===== src/include/core_macros.svh =====
`ifndef CORE_MACROS_SVH
`define CORE_MACROS_SVH

// Datapath sizes
`define CORE_DATA_W      32
`define CORE_REG_CNT     32
`define CORE_REG_IDX_W   5

// Memory limits in words
`define CORE_DMEM_WORDS  64
`define CORE_IMEM_WORDS  1024

`define CORE_PC_STEP     4
`define CORE_RESET_PC    32'd0

// ----------------------------------------------------------------------------
// Opcodes, bits 31..26 of the instruction
// ----------------------------------------------------------------------------
`define CORE_OP_ADD      6'd0
`define CORE_OP_SUB      6'd1
`define CORE_OP_ADDI     6'd4
`define CORE_OP_LW       6'd5
`define CORE_OP_SW       6'd6
`define CORE_OP_AND      6'd7
`define CORE_OP_OR       6'd8
`define CORE_OP_XOR      6'd9
`define CORE_OP_BEQ      6'd10
`define CORE_OP_BNE      6'd11
`define CORE_OP_SLT      6'd12
`define CORE_OP_EOF      6'd19

`endif


===== src/hw/core_pkg.sv =====
`default_nettype none

`include "core_macros.svh"

package core_pkg;

	typedef logic [`CORE_DATA_W-1:0]    word_t;     // Data, PC or address
	typedef logic [`CORE_REG_IDX_W-1:0] reg_idx_t;

	typedef enum logic [5:0]
	{
		OP_ADD  = `CORE_OP_ADD,
		OP_SUB  = `CORE_OP_SUB,
		OP_ADDI = `CORE_OP_ADDI,
		OP_LW   = `CORE_OP_LW,
		OP_SW   = `CORE_OP_SW,
		OP_AND  = `CORE_OP_AND,
		OP_OR   = `CORE_OP_OR,
		OP_XOR  = `CORE_OP_XOR,
		OP_BEQ  = `CORE_OP_BEQ,
		OP_BNE  = `CORE_OP_BNE,
		OP_SLT  = `CORE_OP_SLT,
		OP_EOF  = `CORE_OP_EOF
	} opcode_t;

	typedef enum logic [1:0]
	{
		ST_R_TYPE   = 2'd0,
		ST_I_TYPE   = 2'd1,
		ST_OVERFLOW = 2'd2,
		ST_EOF      = 2'd3
	} status_t;

	// Sequencer states
	typedef enum logic [2:0]
	{
		S_IDLE,
		S_FETCH,
		S_DECODE,
		S_EXEC,
		S_WB,
		S_NEXT,
		S_HALT_OVF,
		S_HALT_EOF
	} fsm_state_t;

endpackage

`default_nettype wire


===== src/hw/alu.sv =====
`timescale 1ns/1ps
`default_nettype none

`include "core_macros.svh"

module alu
	import core_pkg::*;
(
	input  opcode_t i_opcode,
	input  word_t   i_pc,
	input  word_t   i_op_a,
	input  word_t   i_op_b,
	input  word_t   i_imm,
	input  wire     i_use_imm,
	output word_t   o_result,
	output logic    o_branch_taken,
	output status_t o_status
);

	word_t opnd_b;
	word_t add_sum;
	word_t sub_diff;
	word_t br_target;
	logic  add_ovf, sub_ovf, br_ovf;
	logic  addr_oor, tgt_oor;
	logic  br_cond;

	// ------------------------------------------------------------------------
	// Shared adders and flags
	// ------------------------------------------------------------------------
	assign opnd_b  = i_use_imm ? i_imm : i_op_b;
	assign add_sum = i_op_a + opnd_b;   // ADD, ADDI and load/store address
	assign add_ovf = (i_op_a[`CORE_DATA_W-1] == opnd_b[`CORE_DATA_W-1]) &&
		(add_sum[`CORE_DATA_W-1] != i_op_a[`CORE_DATA_W-1]);

	assign sub_diff = i_op_a - i_op_b;
	assign sub_ovf  = (i_op_a[`CORE_DATA_W-1] != i_op_b[`CORE_DATA_W-1]) &&
		(sub_diff[`CORE_DATA_W-1] != i_op_a[`CORE_DATA_W-1]);

	// Branch offset is in bytes
	assign br_target = i_pc + i_imm;
	assign br_ovf    = (i_pc[`CORE_DATA_W-1] == i_imm[`CORE_DATA_W-1]) &&
		(br_target[`CORE_DATA_W-1] != i_pc[`CORE_DATA_W-1]);

	// Word index range
	assign addr_oor = (add_sum[`CORE_DATA_W-1:2] >= `CORE_DMEM_WORDS);
	assign tgt_oor  = (br_target[`CORE_DATA_W-1:2] >= `CORE_IMEM_WORDS);

	assign br_cond = (i_opcode == OP_BEQ) ? (i_op_a == i_op_b) : (i_op_a != i_op_b);

	// ------------------------------------------------------------------------
	// Result and status
	// ------------------------------------------------------------------------
	always_comb
	begin
		o_result       = '0;
		o_branch_taken = 1'b0;
		o_status       = ST_I_TYPE;
		case (i_opcode)
			OP_ADD:
			begin
				o_result = add_sum;
				o_status = add_ovf ? ST_OVERFLOW : ST_R_TYPE;
			end
			OP_SUB:
			begin
				o_result = sub_diff;
				o_status = sub_ovf ? ST_OVERFLOW : ST_R_TYPE;
			end
			OP_AND:
			begin
				o_result = i_op_a & i_op_b;
				o_status = ST_R_TYPE;
			end
			OP_OR:
			begin
				o_result = i_op_a | i_op_b;
				o_status = ST_R_TYPE;
			end
			OP_XOR:
			begin
				o_result = i_op_a ^ i_op_b;
				o_status = ST_R_TYPE;
			end
			OP_SLT:
			begin
				o_result = {{(`CORE_DATA_W-1){1'b0}}, ($signed(i_op_a) < $signed(i_op_b))};
				o_status = ST_R_TYPE;
			end
			OP_ADDI:
			begin
				o_result = add_sum;
				o_status = add_ovf ? ST_OVERFLOW : ST_I_TYPE;
			end
			OP_LW, OP_SW:
			begin
				o_result = add_sum;
				o_status = (add_ovf || addr_oor) ? ST_OVERFLOW : ST_I_TYPE;
			end
			OP_BEQ, OP_BNE:
			begin
				o_result = br_target;
				// Bad target only matters when taken
				if (br_cond && (br_ovf || tgt_oor))
					o_status = ST_OVERFLOW;
				else
					o_branch_taken = br_cond;
			end
			default: ;
		endcase
	end

	// Taken branch must have a valid target
	always_comb
	begin
		a_taken_not_ovf: assert #0 (!(o_branch_taken && (o_status == ST_OVERFLOW)))
			else $error("Branch taken with OVERFLOW status");
	end

endmodule

`default_nettype wire


===== src/hw/core_fsm.sv =====
`timescale 1ns/1ps
`default_nettype none

`include "core_macros.svh"

module core_fsm
	import core_pkg::*;
(
	input  wire     clk,
	input  wire     i_rst_n,
	input  wire     i_inst_nonzero,
	input  wire     i_is_eof,
	input  wire     i_is_branch,
	input  wire     i_mem_to_reg,
	input  wire     i_mem_write,
	input  wire     i_reg_write,
	input  word_t   i_alu_result,
	input  wire     i_branch_taken,
	input  status_t i_alu_status,
	input  word_t   i_d_rdata,
	output word_t   o_pc,
	output logic    o_rf_we,
	output word_t   o_rf_wdata,
	output logic    o_d_we,
	output status_t o_status,
	output logic    o_status_valid
);

	fsm_state_t state, state_nxt;
	word_t      pc, pc_nxt;
	status_t    status_r, status_nxt;
	logic       status_v_r, status_v_nxt;
	logic       d_we_r, d_we_nxt;
	logic       rf_we_r, rf_we_nxt;

	assign o_pc           = pc;
	assign o_rf_we        = rf_we_r;
	assign o_d_we         = d_we_r;
	assign o_status       = status_r;
	assign o_status_valid = status_v_r;

	// Load data or ALU result back to the register file
	assign o_rf_wdata = i_mem_to_reg ? i_d_rdata : i_alu_result;

	// ------------------------------------------------------------------------
	// Next state
	// ------------------------------------------------------------------------
	always_comb
	begin
		state_nxt    = state;
		pc_nxt       = pc;
		status_nxt   = status_r;
		status_v_nxt = status_v_r;
		d_we_nxt     = d_we_r;
		rf_we_nxt    = rf_we_r;
		case (state)
			S_IDLE:
			begin
				if (i_inst_nonzero)
				begin
					if (i_is_eof)
					begin
						status_nxt   = ST_EOF;
						status_v_nxt = 1'b1;
						state_nxt    = S_HALT_EOF;
					end
					else
						state_nxt = S_FETCH;
				end
			end
			S_FETCH:  state_nxt = S_DECODE;
			S_DECODE: state_nxt = S_EXEC;
			S_EXEC:
			begin
				if (i_is_eof)
				begin
					status_nxt   = ST_EOF;
					status_v_nxt = 1'b1;
					state_nxt    = S_HALT_EOF;
				end
				else
					state_nxt = S_WB;
			end
			S_WB:
			begin
				status_nxt   = i_alu_status;
				status_v_nxt = 1'b1;
				if (i_alu_status == ST_OVERFLOW)
					state_nxt = S_HALT_OVF;     // Nothing gets written
				else
				begin
					d_we_nxt  = i_mem_write;
					rf_we_nxt = i_reg_write;
					state_nxt = S_NEXT;
				end
			end
			S_NEXT:
			begin
				status_v_nxt = 1'b0;
				d_we_nxt     = 1'b0;
				rf_we_nxt    = 1'b0;
				if (i_is_branch && i_branch_taken)
					pc_nxt = i_alu_result;
				else
					pc_nxt = pc + `CORE_PC_STEP;
				state_nxt = S_FETCH;
			end
			S_HALT_OVF, S_HALT_EOF: ;       // Held until reset
			default:  state_nxt = S_IDLE;
		endcase
	end

	always_ff @(posedge clk or negedge i_rst_n)
	begin
		if (!i_rst_n)
		begin
			state      <= S_IDLE;
			pc         <= `CORE_RESET_PC;
			status_r   <= ST_R_TYPE;
			status_v_r <= 1'b0;
			d_we_r     <= 1'b0;
			rf_we_r    <= 1'b0;
		end
		else
		begin
			state      <= state_nxt;
			pc         <= pc_nxt;
			status_r   <= status_nxt;
			status_v_r <= status_v_nxt;
			d_we_r     <= d_we_nxt;
			rf_we_r    <= rf_we_nxt;
		end
	end

	// ------------------------------------------------------------------------
	// Checks
	// ------------------------------------------------------------------------
	a_we_with_valid: assert property (@(posedge clk) disable iff (!i_rst_n)
		o_d_we |-> o_status_valid)
		else $error("Data write without status valid");

	// An overflow never reaches the write cycle
	a_no_ovf_in_next: assert property (@(posedge clk) disable iff (!i_rst_n)
		(state == S_NEXT) |-> (o_status != ST_OVERFLOW))
		else $error("OVERFLOW status in NEXT");

endmodule

`default_nettype wire


===== src/hw/core_top.sv =====
`timescale 1ns/1ps
`default_nettype none

module core_top
	import core_pkg::*;
(
	input  wire     clk,
	input  wire     i_rst_n,
	output word_t   o_i_addr,
	input  word_t   i_i_inst,
	output logic    o_d_we,
	output word_t   o_d_addr,
	output word_t   o_d_wdata,
	input  word_t   i_d_rdata,
	output status_t o_status,
	output logic    o_status_valid
);

	// ------------------------------------------------------------------------
	// Interconnect
	// ------------------------------------------------------------------------
	opcode_t  opcode;
	reg_idx_t raddr_a, raddr_b, waddr;
	word_t    imm;
	word_t    rdata_a;
	word_t    rf_wdata;
	status_t  alu_status;
	logic     use_imm, mem_to_reg, mem_write, reg_write;
	logic     is_branch, is_eof, inst_nonzero;
	logic     branch_taken;
	logic     rf_we;

	inst_decode u_decode (
		.i_inst         (i_i_inst),
		.o_opcode       (opcode),
		.o_raddr_a      (raddr_a),
		.o_raddr_b      (raddr_b),
		.o_waddr        (waddr),
		.o_imm          (imm),
		.o_use_imm      (use_imm),
		.o_mem_to_reg   (mem_to_reg),
		.o_mem_write    (mem_write),
		.o_reg_write    (reg_write),
		.o_is_branch    (is_branch),
		.o_is_eof       (is_eof),
		.o_inst_nonzero (inst_nonzero)
	);

	reg_file u_regs (
		.clk       (clk),
		.i_rst_n   (i_rst_n),
		.i_we      (rf_we),
		.i_waddr   (waddr),
		.i_wdata   (rf_wdata),
		.i_raddr_a (raddr_a),
		.i_raddr_b (raddr_b),
		.o_rdata_a (rdata_a),
		.o_rdata_b (o_d_wdata)      // Store data is read port B
	);

	alu u_alu (
		.i_opcode       (opcode),
		.i_pc           (o_i_addr),
		.i_op_a         (rdata_a),
		.i_op_b         (o_d_wdata),
		.i_imm          (imm),
		.i_use_imm      (use_imm),
		.o_result       (o_d_addr),
		.o_branch_taken (branch_taken),
		.o_status       (alu_status)
	);

	core_fsm u_fsm (
		.clk            (clk),
		.i_rst_n        (i_rst_n),
		.i_inst_nonzero (inst_nonzero),
		.i_is_eof       (is_eof),
		.i_is_branch    (is_branch),
		.i_mem_to_reg   (mem_to_reg),
		.i_mem_write    (mem_write),
		.i_reg_write    (reg_write),
		.i_alu_result   (o_d_addr),
		.i_branch_taken (branch_taken),
		.i_alu_status   (alu_status),
		.i_d_rdata      (i_d_rdata),
		.o_pc           (o_i_addr),
		.o_rf_we        (rf_we),
		.o_rf_wdata     (rf_wdata),
		.o_d_we         (o_d_we),
		.o_status       (o_status),
		.o_status_valid (o_status_valid)
	);

endmodule

`default_nettype wire


===== src/hw/inst_decode.sv =====
`timescale 1ns/1ps
`default_nettype none

`include "core_macros.svh"

module inst_decode
	import core_pkg::*;
(
	input  word_t    i_inst,
	output opcode_t  o_opcode,
	output reg_idx_t o_raddr_a,
	output reg_idx_t o_raddr_b,
	output reg_idx_t o_waddr,
	output word_t    o_imm,
	output logic     o_use_imm,
	output logic     o_mem_to_reg,
	output logic     o_mem_write,
	output logic     o_reg_write,
	output logic     o_is_branch,
	output logic     o_is_eof,
	output logic     o_inst_nonzero
);

	// Fields
	assign o_opcode       = opcode_t'(i_inst[31:26]);
	assign o_raddr_a      = i_inst[25:21];
	assign o_raddr_b      = i_inst[20:16];
	assign o_imm          = {{(`CORE_DATA_W-16){i_inst[15]}}, i_inst[15:0]};
	assign o_inst_nonzero = |i_inst;

	// ------------------------------------------------------------------------
	// Control per opcode
	// ------------------------------------------------------------------------
	always_comb
	begin
		o_waddr      = '0;
		o_use_imm    = 1'b0;
		o_mem_to_reg = 1'b0;
		o_mem_write  = 1'b0;
		o_reg_write  = 1'b0;
		o_is_branch  = 1'b0;
		o_is_eof     = 1'b0;
		case (o_opcode)
			OP_ADD, OP_SUB, OP_AND, OP_OR, OP_XOR, OP_SLT:
			begin
				o_waddr     = i_inst[15:11];    // Field D
				o_reg_write = 1'b1;
			end
			OP_ADDI, OP_LW:
			begin
				o_waddr      = i_inst[20:16];   // Field B
				o_use_imm    = 1'b1;
				o_reg_write  = 1'b1;
				o_mem_to_reg = (o_opcode == OP_LW);
			end
			OP_SW:
			begin
				o_use_imm   = 1'b1;
				o_mem_write = 1'b1;
			end
			OP_BEQ, OP_BNE: o_is_branch = 1'b1;
			OP_EOF:         o_is_eof    = 1'b1;
			default: ;      // Unknown opcode, no write
		endcase
	end

endmodule

`default_nettype wire


===== src/hw/reg_file.sv =====
`timescale 1ns/1ps
`default_nettype none

`include "core_macros.svh"

module reg_file
	import core_pkg::*;
(
	input  wire      clk,
	input  wire      i_rst_n,
	input  wire      i_we,
	input  reg_idx_t i_waddr,
	input  word_t    i_wdata,
	input  reg_idx_t i_raddr_a,
	input  reg_idx_t i_raddr_b,
	output word_t    o_rdata_a,
	output word_t    o_rdata_b
);

	word_t regs [`CORE_REG_CNT];

	// Combinational reads
	assign o_rdata_a = regs[i_raddr_a];
	assign o_rdata_b = regs[i_raddr_b];

	always_ff @(posedge clk or negedge i_rst_n)
	begin
		if (!i_rst_n)
		begin
			for (int i = 0; i < `CORE_REG_CNT; i++)
				regs[i] <= '0;
		end
		else if (i_we)
			regs[i_waddr] <= i_wdata;       // r0 is writable too
	end

	a_waddr_known: assert property (@(posedge clk) disable iff (!i_rst_n)
		i_we |-> !$isunknown(i_waddr))
		else $error("Register write with unknown address");

endmodule

`default_nettype wire


===== config.mk =====
export PLATFORM = sky130hd
export DESIGN_NAME = core_top
export DESIGN_NICKNAME = d
export VERILOG_FILES = /design/src/hw/core_pkg.sv /design/src/hw/alu.sv /design/src/hw/core_fsm.sv /design/src/hw/core_top.sv /design/src/hw/inst_decode.sv /design/src/hw/reg_file.sv
export VERILOG_INCLUDE_DIRS = /design/src /design/src/include
export SDC_FILE = /design/constraint.sdc
export NUM_CORES = 2
export LEC_CHECK = 0
export ABC_AREA = 0
export BUFFER_PORTS_ARGS = -buffer_cell sky130_fd_sc_hd__buf_2
export CAP_MARGIN = 15
export CORE_MARGIN = 5
export CORE_UTILIZATION = 40
export CTS_BUF_LIST = sky130_fd_sc_hd__clkbuf_4 sky130_fd_sc_hd__clkbuf_8
export CTS_CLUSTER_DIAMETER = 60
export CTS_CLUSTER_SIZE = 10
export DETAILED_ROUTE_END_ITERATION = 10
export SKIP_LAST_GASP = 1
export SYNTH_ARGS = -nofsm -noshare
export SYNTH_HDL_FRONTEND = slang
export SYNTH_SLANG_ARGS = --single-unit

===== constraint.sdc =====
create_clock -name clk -period 13.9 [get_ports clk]
set_input_delay 3.475 -clock clk [delete_from_list [all_inputs] [get_ports clk]]
set_output_delay 3.475 -clock clk [all_outputs]
set_load 0.1 [all_outputs]

Word-level counts from Yosys, hierarchy flattened
Cells that the tools add are included.
{ "word_totals": {"register_bits": 1064, "inputBits": 66, "output_inout_bits": 100, "word_cells": 153} }
{ "op_classes": {"n_addsub": 4, "order_cmp": 7, "eq_ne": 27, "mux": 44, "bitwise_logic": 6, "n_reduce_logical": 27} }
{ "op_table": {"columns": ["cell", "n"], "rows": [
  ["$bwmux 1024", 1],
  ["$bmux 32 s5", 2],
  ["$mux 32", 8],
  ["$pmux 32 s7", 1],
  ["$demux 32 s5", 1],
  ["$add 32x32->32", 2],
  ["$add 32x3->32 const B", 1],
  ["$and 32x32->32", 1],
  ["$eq 32x32->1", 1],
  ["$lt 32x32->1", 1],
  ["$ne 32x32->1", 1],
  ["$or 32x32->32", 1],
  ["$reduce_or 32->1", 1],
  ["$sub 32x32->32", 1],
  ["$xor 32x32->32", 1],
  ["$eq 6x4->1 const B", 5],
  ["$ge 30x11->1 const B", 1],
  ["$ge 30x7->1 const B", 1],
  ["$eq 6x3->1 const B", 4],
  ["$ge 6x6->1 const B", 3],
  ["$mux 2", 9],
  ["$not 5->6", 3],
  ["$pmux 3 s6", 1],
  ["$mux 1", 13],
  ["other kinds (30)", 51]
]} }

Depth between registers and ports, before layout
{ "depth": {"word_depth": 14, "mapped_depth": 24, "mapped_depth_nobuf": 19} }

Modules after synthesis
From an unflattened synthesis, not the netlist that was laid out.
{ "hier_totals": {"cells_unflattened": 6192, "hier_area_um2": 67340.8} }
{ "by_module_without_submodules": {"columns": ["mod", "instances", "cells_each", "area_each_um2", "seq_area_each_um2"], "rows": [
  ["reg_file", 1, 4605, 55781.0, 25624.6],
  ["alu", 1, 1171, 8005.2, 0.0],
  ["core_fsm", 1, 324, 2860.2, 1001.0],
  ["inst_decode", 1, 92, 694.4, 0.0]
]} }

Least setup slack after synthesis
No wires, ideal clock.
{ "synth_path": {"kind": "input -> output", "start": "input port i_i_inst[16]", "end": "output port o_d_addr[24]", "arrival_time_ns": 9.822, "required_ns": 10.425, "path_slack_ns": 0.603, "path_stages": 20, "path_buffers": 4, "cell_sequence": "buf_2 > buf_4 > clkbuf_1 > buf_1 > mux4_2 > o22ai_1 > nor2_1 > a21oi_1 > inv_1 > ha_1 > fa_1 > o21ba_1 > o21bai_1 > a21oi_1 > o21ba_2 > o211a_1 > a211oi_1 > o22ai_1 > xnor2_1 > o221ai_1"} }
{ "synth_via": {"elab_chain_cells": 7, "elab_cells_between_ends": 11, "classes_between": "add/sub (2); mux (5); bitwise (4)"} }
{ "synth_rtl": {"columns": ["item", "line_no", "source"], "rows": [
  ["start, declared", "core_top.sv:10", "input word_t i_i_inst,"],
  ["$not 5->6 (implied by the code) *", "reg_file.sv:24", "assign o_rdata_b = regs[i_raddr_b];"],
  ["$bmux 32 s5 *", "reg_file.sv:24", null],
  ["$mux 32 (implied by the code) * (2 in series)", "reg_file.sv:24", null],
  ["net o_d_wdata[0]", "core_top.sv:13", "output word_t o_d_wdata,"],
  ["$mux 32", "alu.sv:31", "assign opnd_b = i_use_imm ? i_imm : i_op_b;"],
  ["$add 32x32->32", "alu.sv:32", "assign add_sum = i_op_a + opnd_b;"],
  ["$pmux 32 s7 *", "alu.sv:59", "case (i_opcode)"],
  ["end, declared", "core_top.sv:12", "output word_t o_d_addr,"]
]} }
Mark *: on every way through the listed nets, which the timed path passes. The rest lies on a longest branch. The select of a mux whose other input is x is not followed.

Worst setup path in the final report
{ "layout_path": {"start": "input port i_i_inst[18]", "end": "output port o_d_addr[31]"} }
{ "layout_via": {"elab_chain_cells": 7, "elab_cells_between_ends": 11, "classes_between": "add/sub (2); mux (5); bitwise (4)"} }
{ "layout_rtl": {"columns": ["item", "line_no"], "rows": [
  ["$not 5->6 (implied by the code) *", "reg_file.sv:24"],
  ["$bmux 32 s5 *", "reg_file.sv:24"],
  ["$mux 32 (implied by the code) * (2 in series)", "reg_file.sv:24"],
  ["$mux 32", "alu.sv:31"],
  ["$add 32x32->32", "alu.sv:32"],
  ["$pmux 32 s7 *", "alu.sv:59"]
]} }
Mark *: on every way between the ends. The rest lies on a longest branch, timed or not. The select of a mux whose other input is x is not followed.

==> report_table.html <==
<table>
<tr><th>Metric</th><th>Value</th></tr>
<tr><th colspan="2">Global route</th></tr>
<tr><td>GRT Total Usage</td><td>between 20% and 30%</td></tr>
<tr><td>GR Overflow Total</td><td>0</td></tr>
<tr><td>Global-route wire length before repair</td><td>between 300 and 400 mm</td></tr>
<tr><td>Maximum number of pins on one net before global-route repair</td><td>~160</td></tr>
<tr><td>Initial antenna violation count</td><td>7</td></tr>
<tr><td>Vias in the first global route</td><td>~49,000</td></tr>
<tr><th colspan="2">Clock network</th></tr>
<tr><td>Post-cts repair resize count</td><td>0</td></tr>
<tr><td>Clock tree sinks</td><td>about 1,100</td></tr>
<tr><td>Max clock buf depth</td><td>3</td></tr>
<tr><td>Number of clock buffers inserted by TritonCTS</td><td>120</td></tr>
<tr><td>Buffers inserted by post-CTS timing repair</td><td>0</td></tr>
<tr><td>Clock tree root buffer cell</td><td>clkbuf_8</td></tr>
<tr><td>Hold buffer count at cts</td><td>0</td></tr>
<tr><td>Total number of H-tree levels</td><td>3</td></tr>
<tr><td>Clock tree from TritonCTS</td><td>yes</td></tr>
<tr><td>Clk_lat worst skew</td><td>about 0.9 ns</td></tr>
<tr><td>Clock transition at path regs</td><td>roughly 0.07 ns</td></tr>
<tr><th colspan="2">Worst setup path</th></tr>
<tr><td>Number of cell instances on the worst register-to-register path</td><td>13</td></tr>
<tr><td>CP Data Arrival Time</td><td>between 9 and 10 ns</td></tr>
<tr><td>Worst Path Max Fanout</td><td>42</td></tr>
<tr><td>CP Capture Type</td><td>output pin</td></tr>
<tr><td>Critical path startpoint category</td><td>input port</td></tr>
<tr><td>Crit Path Category</td><td>input port to output pin</td></tr>
<tr><td>Data required, critical path</td><td>between 10 and 15 ns</td></tr>
<tr><th colspan="2">Synth</th></tr>
<tr><td>Yosys synthesis warning count</td><td>0</td></tr>
<tr><td>Netlist area before placement</td><td>around 63,000 µm²</td></tr>
<tr><td>Count of mapped cells out of synthesis</td><td>~6,000</td></tr>
<tr><td>Commonest register cell after synthesis</td><td>dfrtp_1</td></tr>
<tr><td>FFs w/ async S/R, synth</td><td>between 90% and 100%</td></tr>
<tr><td>Fraction of synthesized cell area taken by the top area cell type</td><td>42.0%</td></tr>
<tr><td>Synthesis-stage register bit count</td><td>about 1,100</td></tr>
<tr><td>Area contributors post-synth</td><td>dfrtp_1 42%, mux4_2 16%, o21ai_0 6.9%</td></tr>
<tr><td>Mean post-synth cell area</td><td>10.5 µm²</td></tr>
<tr><td>Count of flip-flops with a built-in enable after synthesis</td><td>0</td></tr>
<tr><td>Net count of the mapped netlist</td><td>6,265</td></tr>
<tr><td>Seq/Total Area, Yosys</td><td>between 40 and 50%</td></tr>
<tr><td>Synth cell types</td><td>87</td></tr>
<tr><td>Top cell type by total area after synthesis</td><td>dfrtp_1</td></tr>
<tr><th colspan="2">Layout</th></tr>
<tr><td>Post-layout nets</td><td>~6,200</td></tr>
<tr><td>Share of post-route cells with drive strength above 1</td><td>between 20 and 25%</td></tr>
<tr><td>Post-synthesis to final-layout area growth</td><td>8.19%</td></tr>
<tr><td>Final cell area excluding filler cells</td><td>68,500 µm²</td></tr>
<tr><td>Commonest non-fill, non-tap cell in the layout</td><td>dfrtp_1</td></tr>
<tr><td>Fill count</td><td>approximately 15,000</td></tr>
<tr><td>Non-filler cells in the finished layout</td><td>about 8,000</td></tr>
<tr><td>Finished Core Util</td><td>43.4%</td></tr>
<tr><td>Commonest cells after routing, fill and taps aside</td><td>1,064 x dfrtp_1, 938 x nand2_1, 875 x o21ai_0, 448 x mux4_2, 306 x mux2i_1</td></tr>
<tr><th colspan="2">Timing</th></tr>
<tr><td>Transition time at the pin with the least slew margin</td><td>roughly 1.2 ns</td></tr>
<tr><td>Worst slew margin</td><td>18.9%</td></tr>
<tr><td>Count of final max-slew check failures</td><td>0</td></tr>
<tr><td>Setup TNS</td><td>0 ns</td></tr>
<tr><td>Final clock skew</td><td>between 0.06 and 0.07 ns</td></tr>
<tr><td>Final Hold Violating Endpoints</td><td>0</td></tr>
<tr><td>Peak Freq</td><td>about 76 MHz</td></tr>
<tr><td>Unrepaired setup endpoints after global routing</td><td>no</td></tr>
<tr><td>Minimum clock period</td><td>around 13 ns</td></tr>
<tr><td>Period Utilization, post-route</td><td>a little over nine tenths</td></tr>
<tr><td>Setup-violating endpoint count in the final report</td><td>0</td></tr>
<tr><th colspan="2">Placement</th></tr>
<tr><td>Placed wire-length estimate</td><td>147 mm</td></tr>
<tr><td>IO Port Bufs</td><td>approximately 170</td></tr>
<tr><td>Global placement routability congestion</td><td>slightly below 1</td></tr>
<tr><td>Instance count after placement with tap cells included</td><td>7,893</td></tr>
<tr><td>Placed Area</td><td>66,600 µm²</td></tr>
<tr><th colspan="2">Floorplan</th></tr>
<tr><td>Number of top-level design ports</td><td>around 170</td></tr>
<tr><td>Core region area</td><td>158,000 µm²</td></tr>
<tr><td>Height of the die</td><td>408 µm</td></tr>
<tr><td>Width of the die</td><td>a little over 400 µm</td></tr>
<tr><td>Std-Cell Rows</td><td>around 150</td></tr>
<tr><td>Initial standard-cell utilization of the core</td><td>40.1%</td></tr>
<tr><td>Area of the die</td><td>about 170,000 µm²</td></tr>
<tr><th colspan="2">Detailed routing</th></tr>
<tr><td>Routed via count</td><td>between 50,000 and 60,000</td></tr>
<tr><td>Drt first pass iters</td><td>8</td></tr>
<tr><td>Total Routed Length</td><td>around 230 mm</td></tr>
<tr><td>Count of routing violations after the opening detailed-route iteration</td><td>approximately 5,800</td></tr>
<tr><td>Avg Vias per Cell</td><td>between 6 and 7</td></tr>
<tr><td>Residual DRC count</td><td>0</td></tr>
<tr><td>Antenna Violating Nets Remaining</td><td>0</td></tr>
<tr><td>Mean routed wirelength per cell</td><td>29.1 µm</td></tr>
<tr><th colspan="2">Power and ir drop</th></tr>
<tr><td>Static power due to leakage</td><td>~30 nW</td></tr>
<tr><td>Worst vdd ir</td><td>about 160 µV</td></tr>
<tr><td>Pwr Density</td><td>approximately 95 nW/µm²</td></tr>
<tr><td>PnR Total Power</td><td>between 0.006 and 0.007 W</td></tr>
<tr><th colspan="2">Outcome</th></tr>
<tr><td>Run status</td><td>finished clean</td></tr>
<tr><th colspan="2">Worst hold path</th></tr>
<tr><td>Cell count of the worst hold path</td><td>2</td></tr>
<tr><td>Worst min-delay path category</td><td>flop to flop</td></tr>
<tr><th colspan="2">Flow run</th></tr>
<tr><td>MaxCap Viol Count</td><td>0</td></tr>
</table>
==> cell usage after synthesis (5+ instances only) <==
cell and n:
and4_1 6, o21ai_0 875, mux2i_1 328, or2_2 5
a21oi_1 261, nand2b_1 14, o21ai_1 69, a21boi_0 5
nor2b_1 15, o211ai_1 22, nor2_1 164, a211oi_1 16
o21bai_1 21, dfrtp_1 1064, a211o_1 8, nor4b_1 7
o22a_1 5, xor2_1 24, a221oi_1 17, buf_1 76
or3_1 13, o31ai_1 14, nor4_1 13, nor3_1 66
nand3_1 44, a31oi_1 23, a31o_2 5, inv_1 122
nand4_1 14, o211a_1 5, clkbuf_1 444, a21o_1 34
mux2_2 196, buf_2 9, nand2_1 973, o22ai_1 73
a22oi_1 23, o21a_1 14, o2bb2ai_1 9, and3_1 35
ha_1 161, o221ai_1 143, mux4_2 448, xnor2_1 53
and2_1 14
==> layer usage <==
metal / global-route usage (%) / vias to the layer above / share of wire [%]
li1: - / 22000 / -
met5: 0 / - / 0
met4: 11.0 / 0 / 4.4
met1: 38.2 / 25800 / 41
met2: 42.8 / 2367 / 45
met3: 5.34 / 459 / 9.0
==> report_power, final <==
group	switching [W]	internal, W
registers	0.0000873	0.00318
logic	0.000887	0.000385
clock network	0.00116	0.000816
==> critical path: stages <==
cell and delay, ns:
buf_4 0.51, or2_4 0.72, buf_4 0.54, buf_4 0.42, o221ai_1 0.22, o22ai_1 0.22, nor2_1 0.06, a21oi_1 0.14
buf_4 0.21, a21oi_1 0.09, ha_1 0.44, nand2_1 0.11, nor3_1 0.22, nand3_1 0.18, a21oi_1 0.47, o31ai_1 0.20
o211ai_1 0.42, xnor2_1 0.17, nand2_1 0.09, nand3_1 0.19, buf_2 0.46
==> final timing paths <==
kind | start | endpoint | slack, ns
worst max-delay path | i_i_inst[18] | o_d_addr[31] | 0.79
worst min-delay path | u_regs.regs[3] | u_regs.regs[3] | 0.50
worst max register to register | u_regs.regs[654] | u_fsm.o_pc[1] | 7.23
worst min register to register | u_regs.regs[3] | u_regs.regs[3] | 0.50
max in group asynchronous | i_rst_n | u_regs.regs[599] | 8.63
min in group asynchronous | i_rst_n | u_regs.regs[362] | 2.62
==> area by class of cell <==
| type | instances | area (µm²) | area share (%) |
|---|---|---|---|
| Clock inverter | 12 | 118 | 0.172 |
| Sequential cell | 1064 | 26600 | 38.9 |
| Antenna cell | 8 | 20.0 | 0.0292 |
| Multi-Input combinational cell | 4314 | 34600 | 50.5 |
| Timing Repair Buffer | 323 | 2330 | 3.40 |
| Clock buffer | 129 | 1740 | 2.55 |
| Inverter | 123 | 463 | 0.676 |
| Tap cell | 2072 | 2590 | 3.78 |
==> cells by family after synthesis <==
logic type      synth area share [%]
flops                           42.0
buf+inv                         3.95
compound gates                  15.7
fa+ha+maj                       3.29
simple gates                    9.36
mux                             24.6
xor+xnor                        1.06
==> registers in the layout (all words and copies together), names as in the netlist <==
register              count
u_fsm.state               3
u_fsm.o_status            2
u_fsm.o_rf_we             1
u_regs.regs            1024
u_fsm.o_d_we              1
u_fsm.o_status_valid      1
u_fsm.o_pc               32
==> per-stage QoR <==
| step | setup slack [ns] | hold slack [ns] |
|---|---|---|
| after detailed placement | 0.899 | 0.483 |
| after floorplan | 0.603 | 0.461 |
| final | 0.786 | 0.501 |
| after global placement | 0.885 | 0.472 |
| after global routing | 0.522 | 0.518 |
| after CTS | 0.885 | 0.503 |
Note: power is estimated with default switching activity, not from simulation.
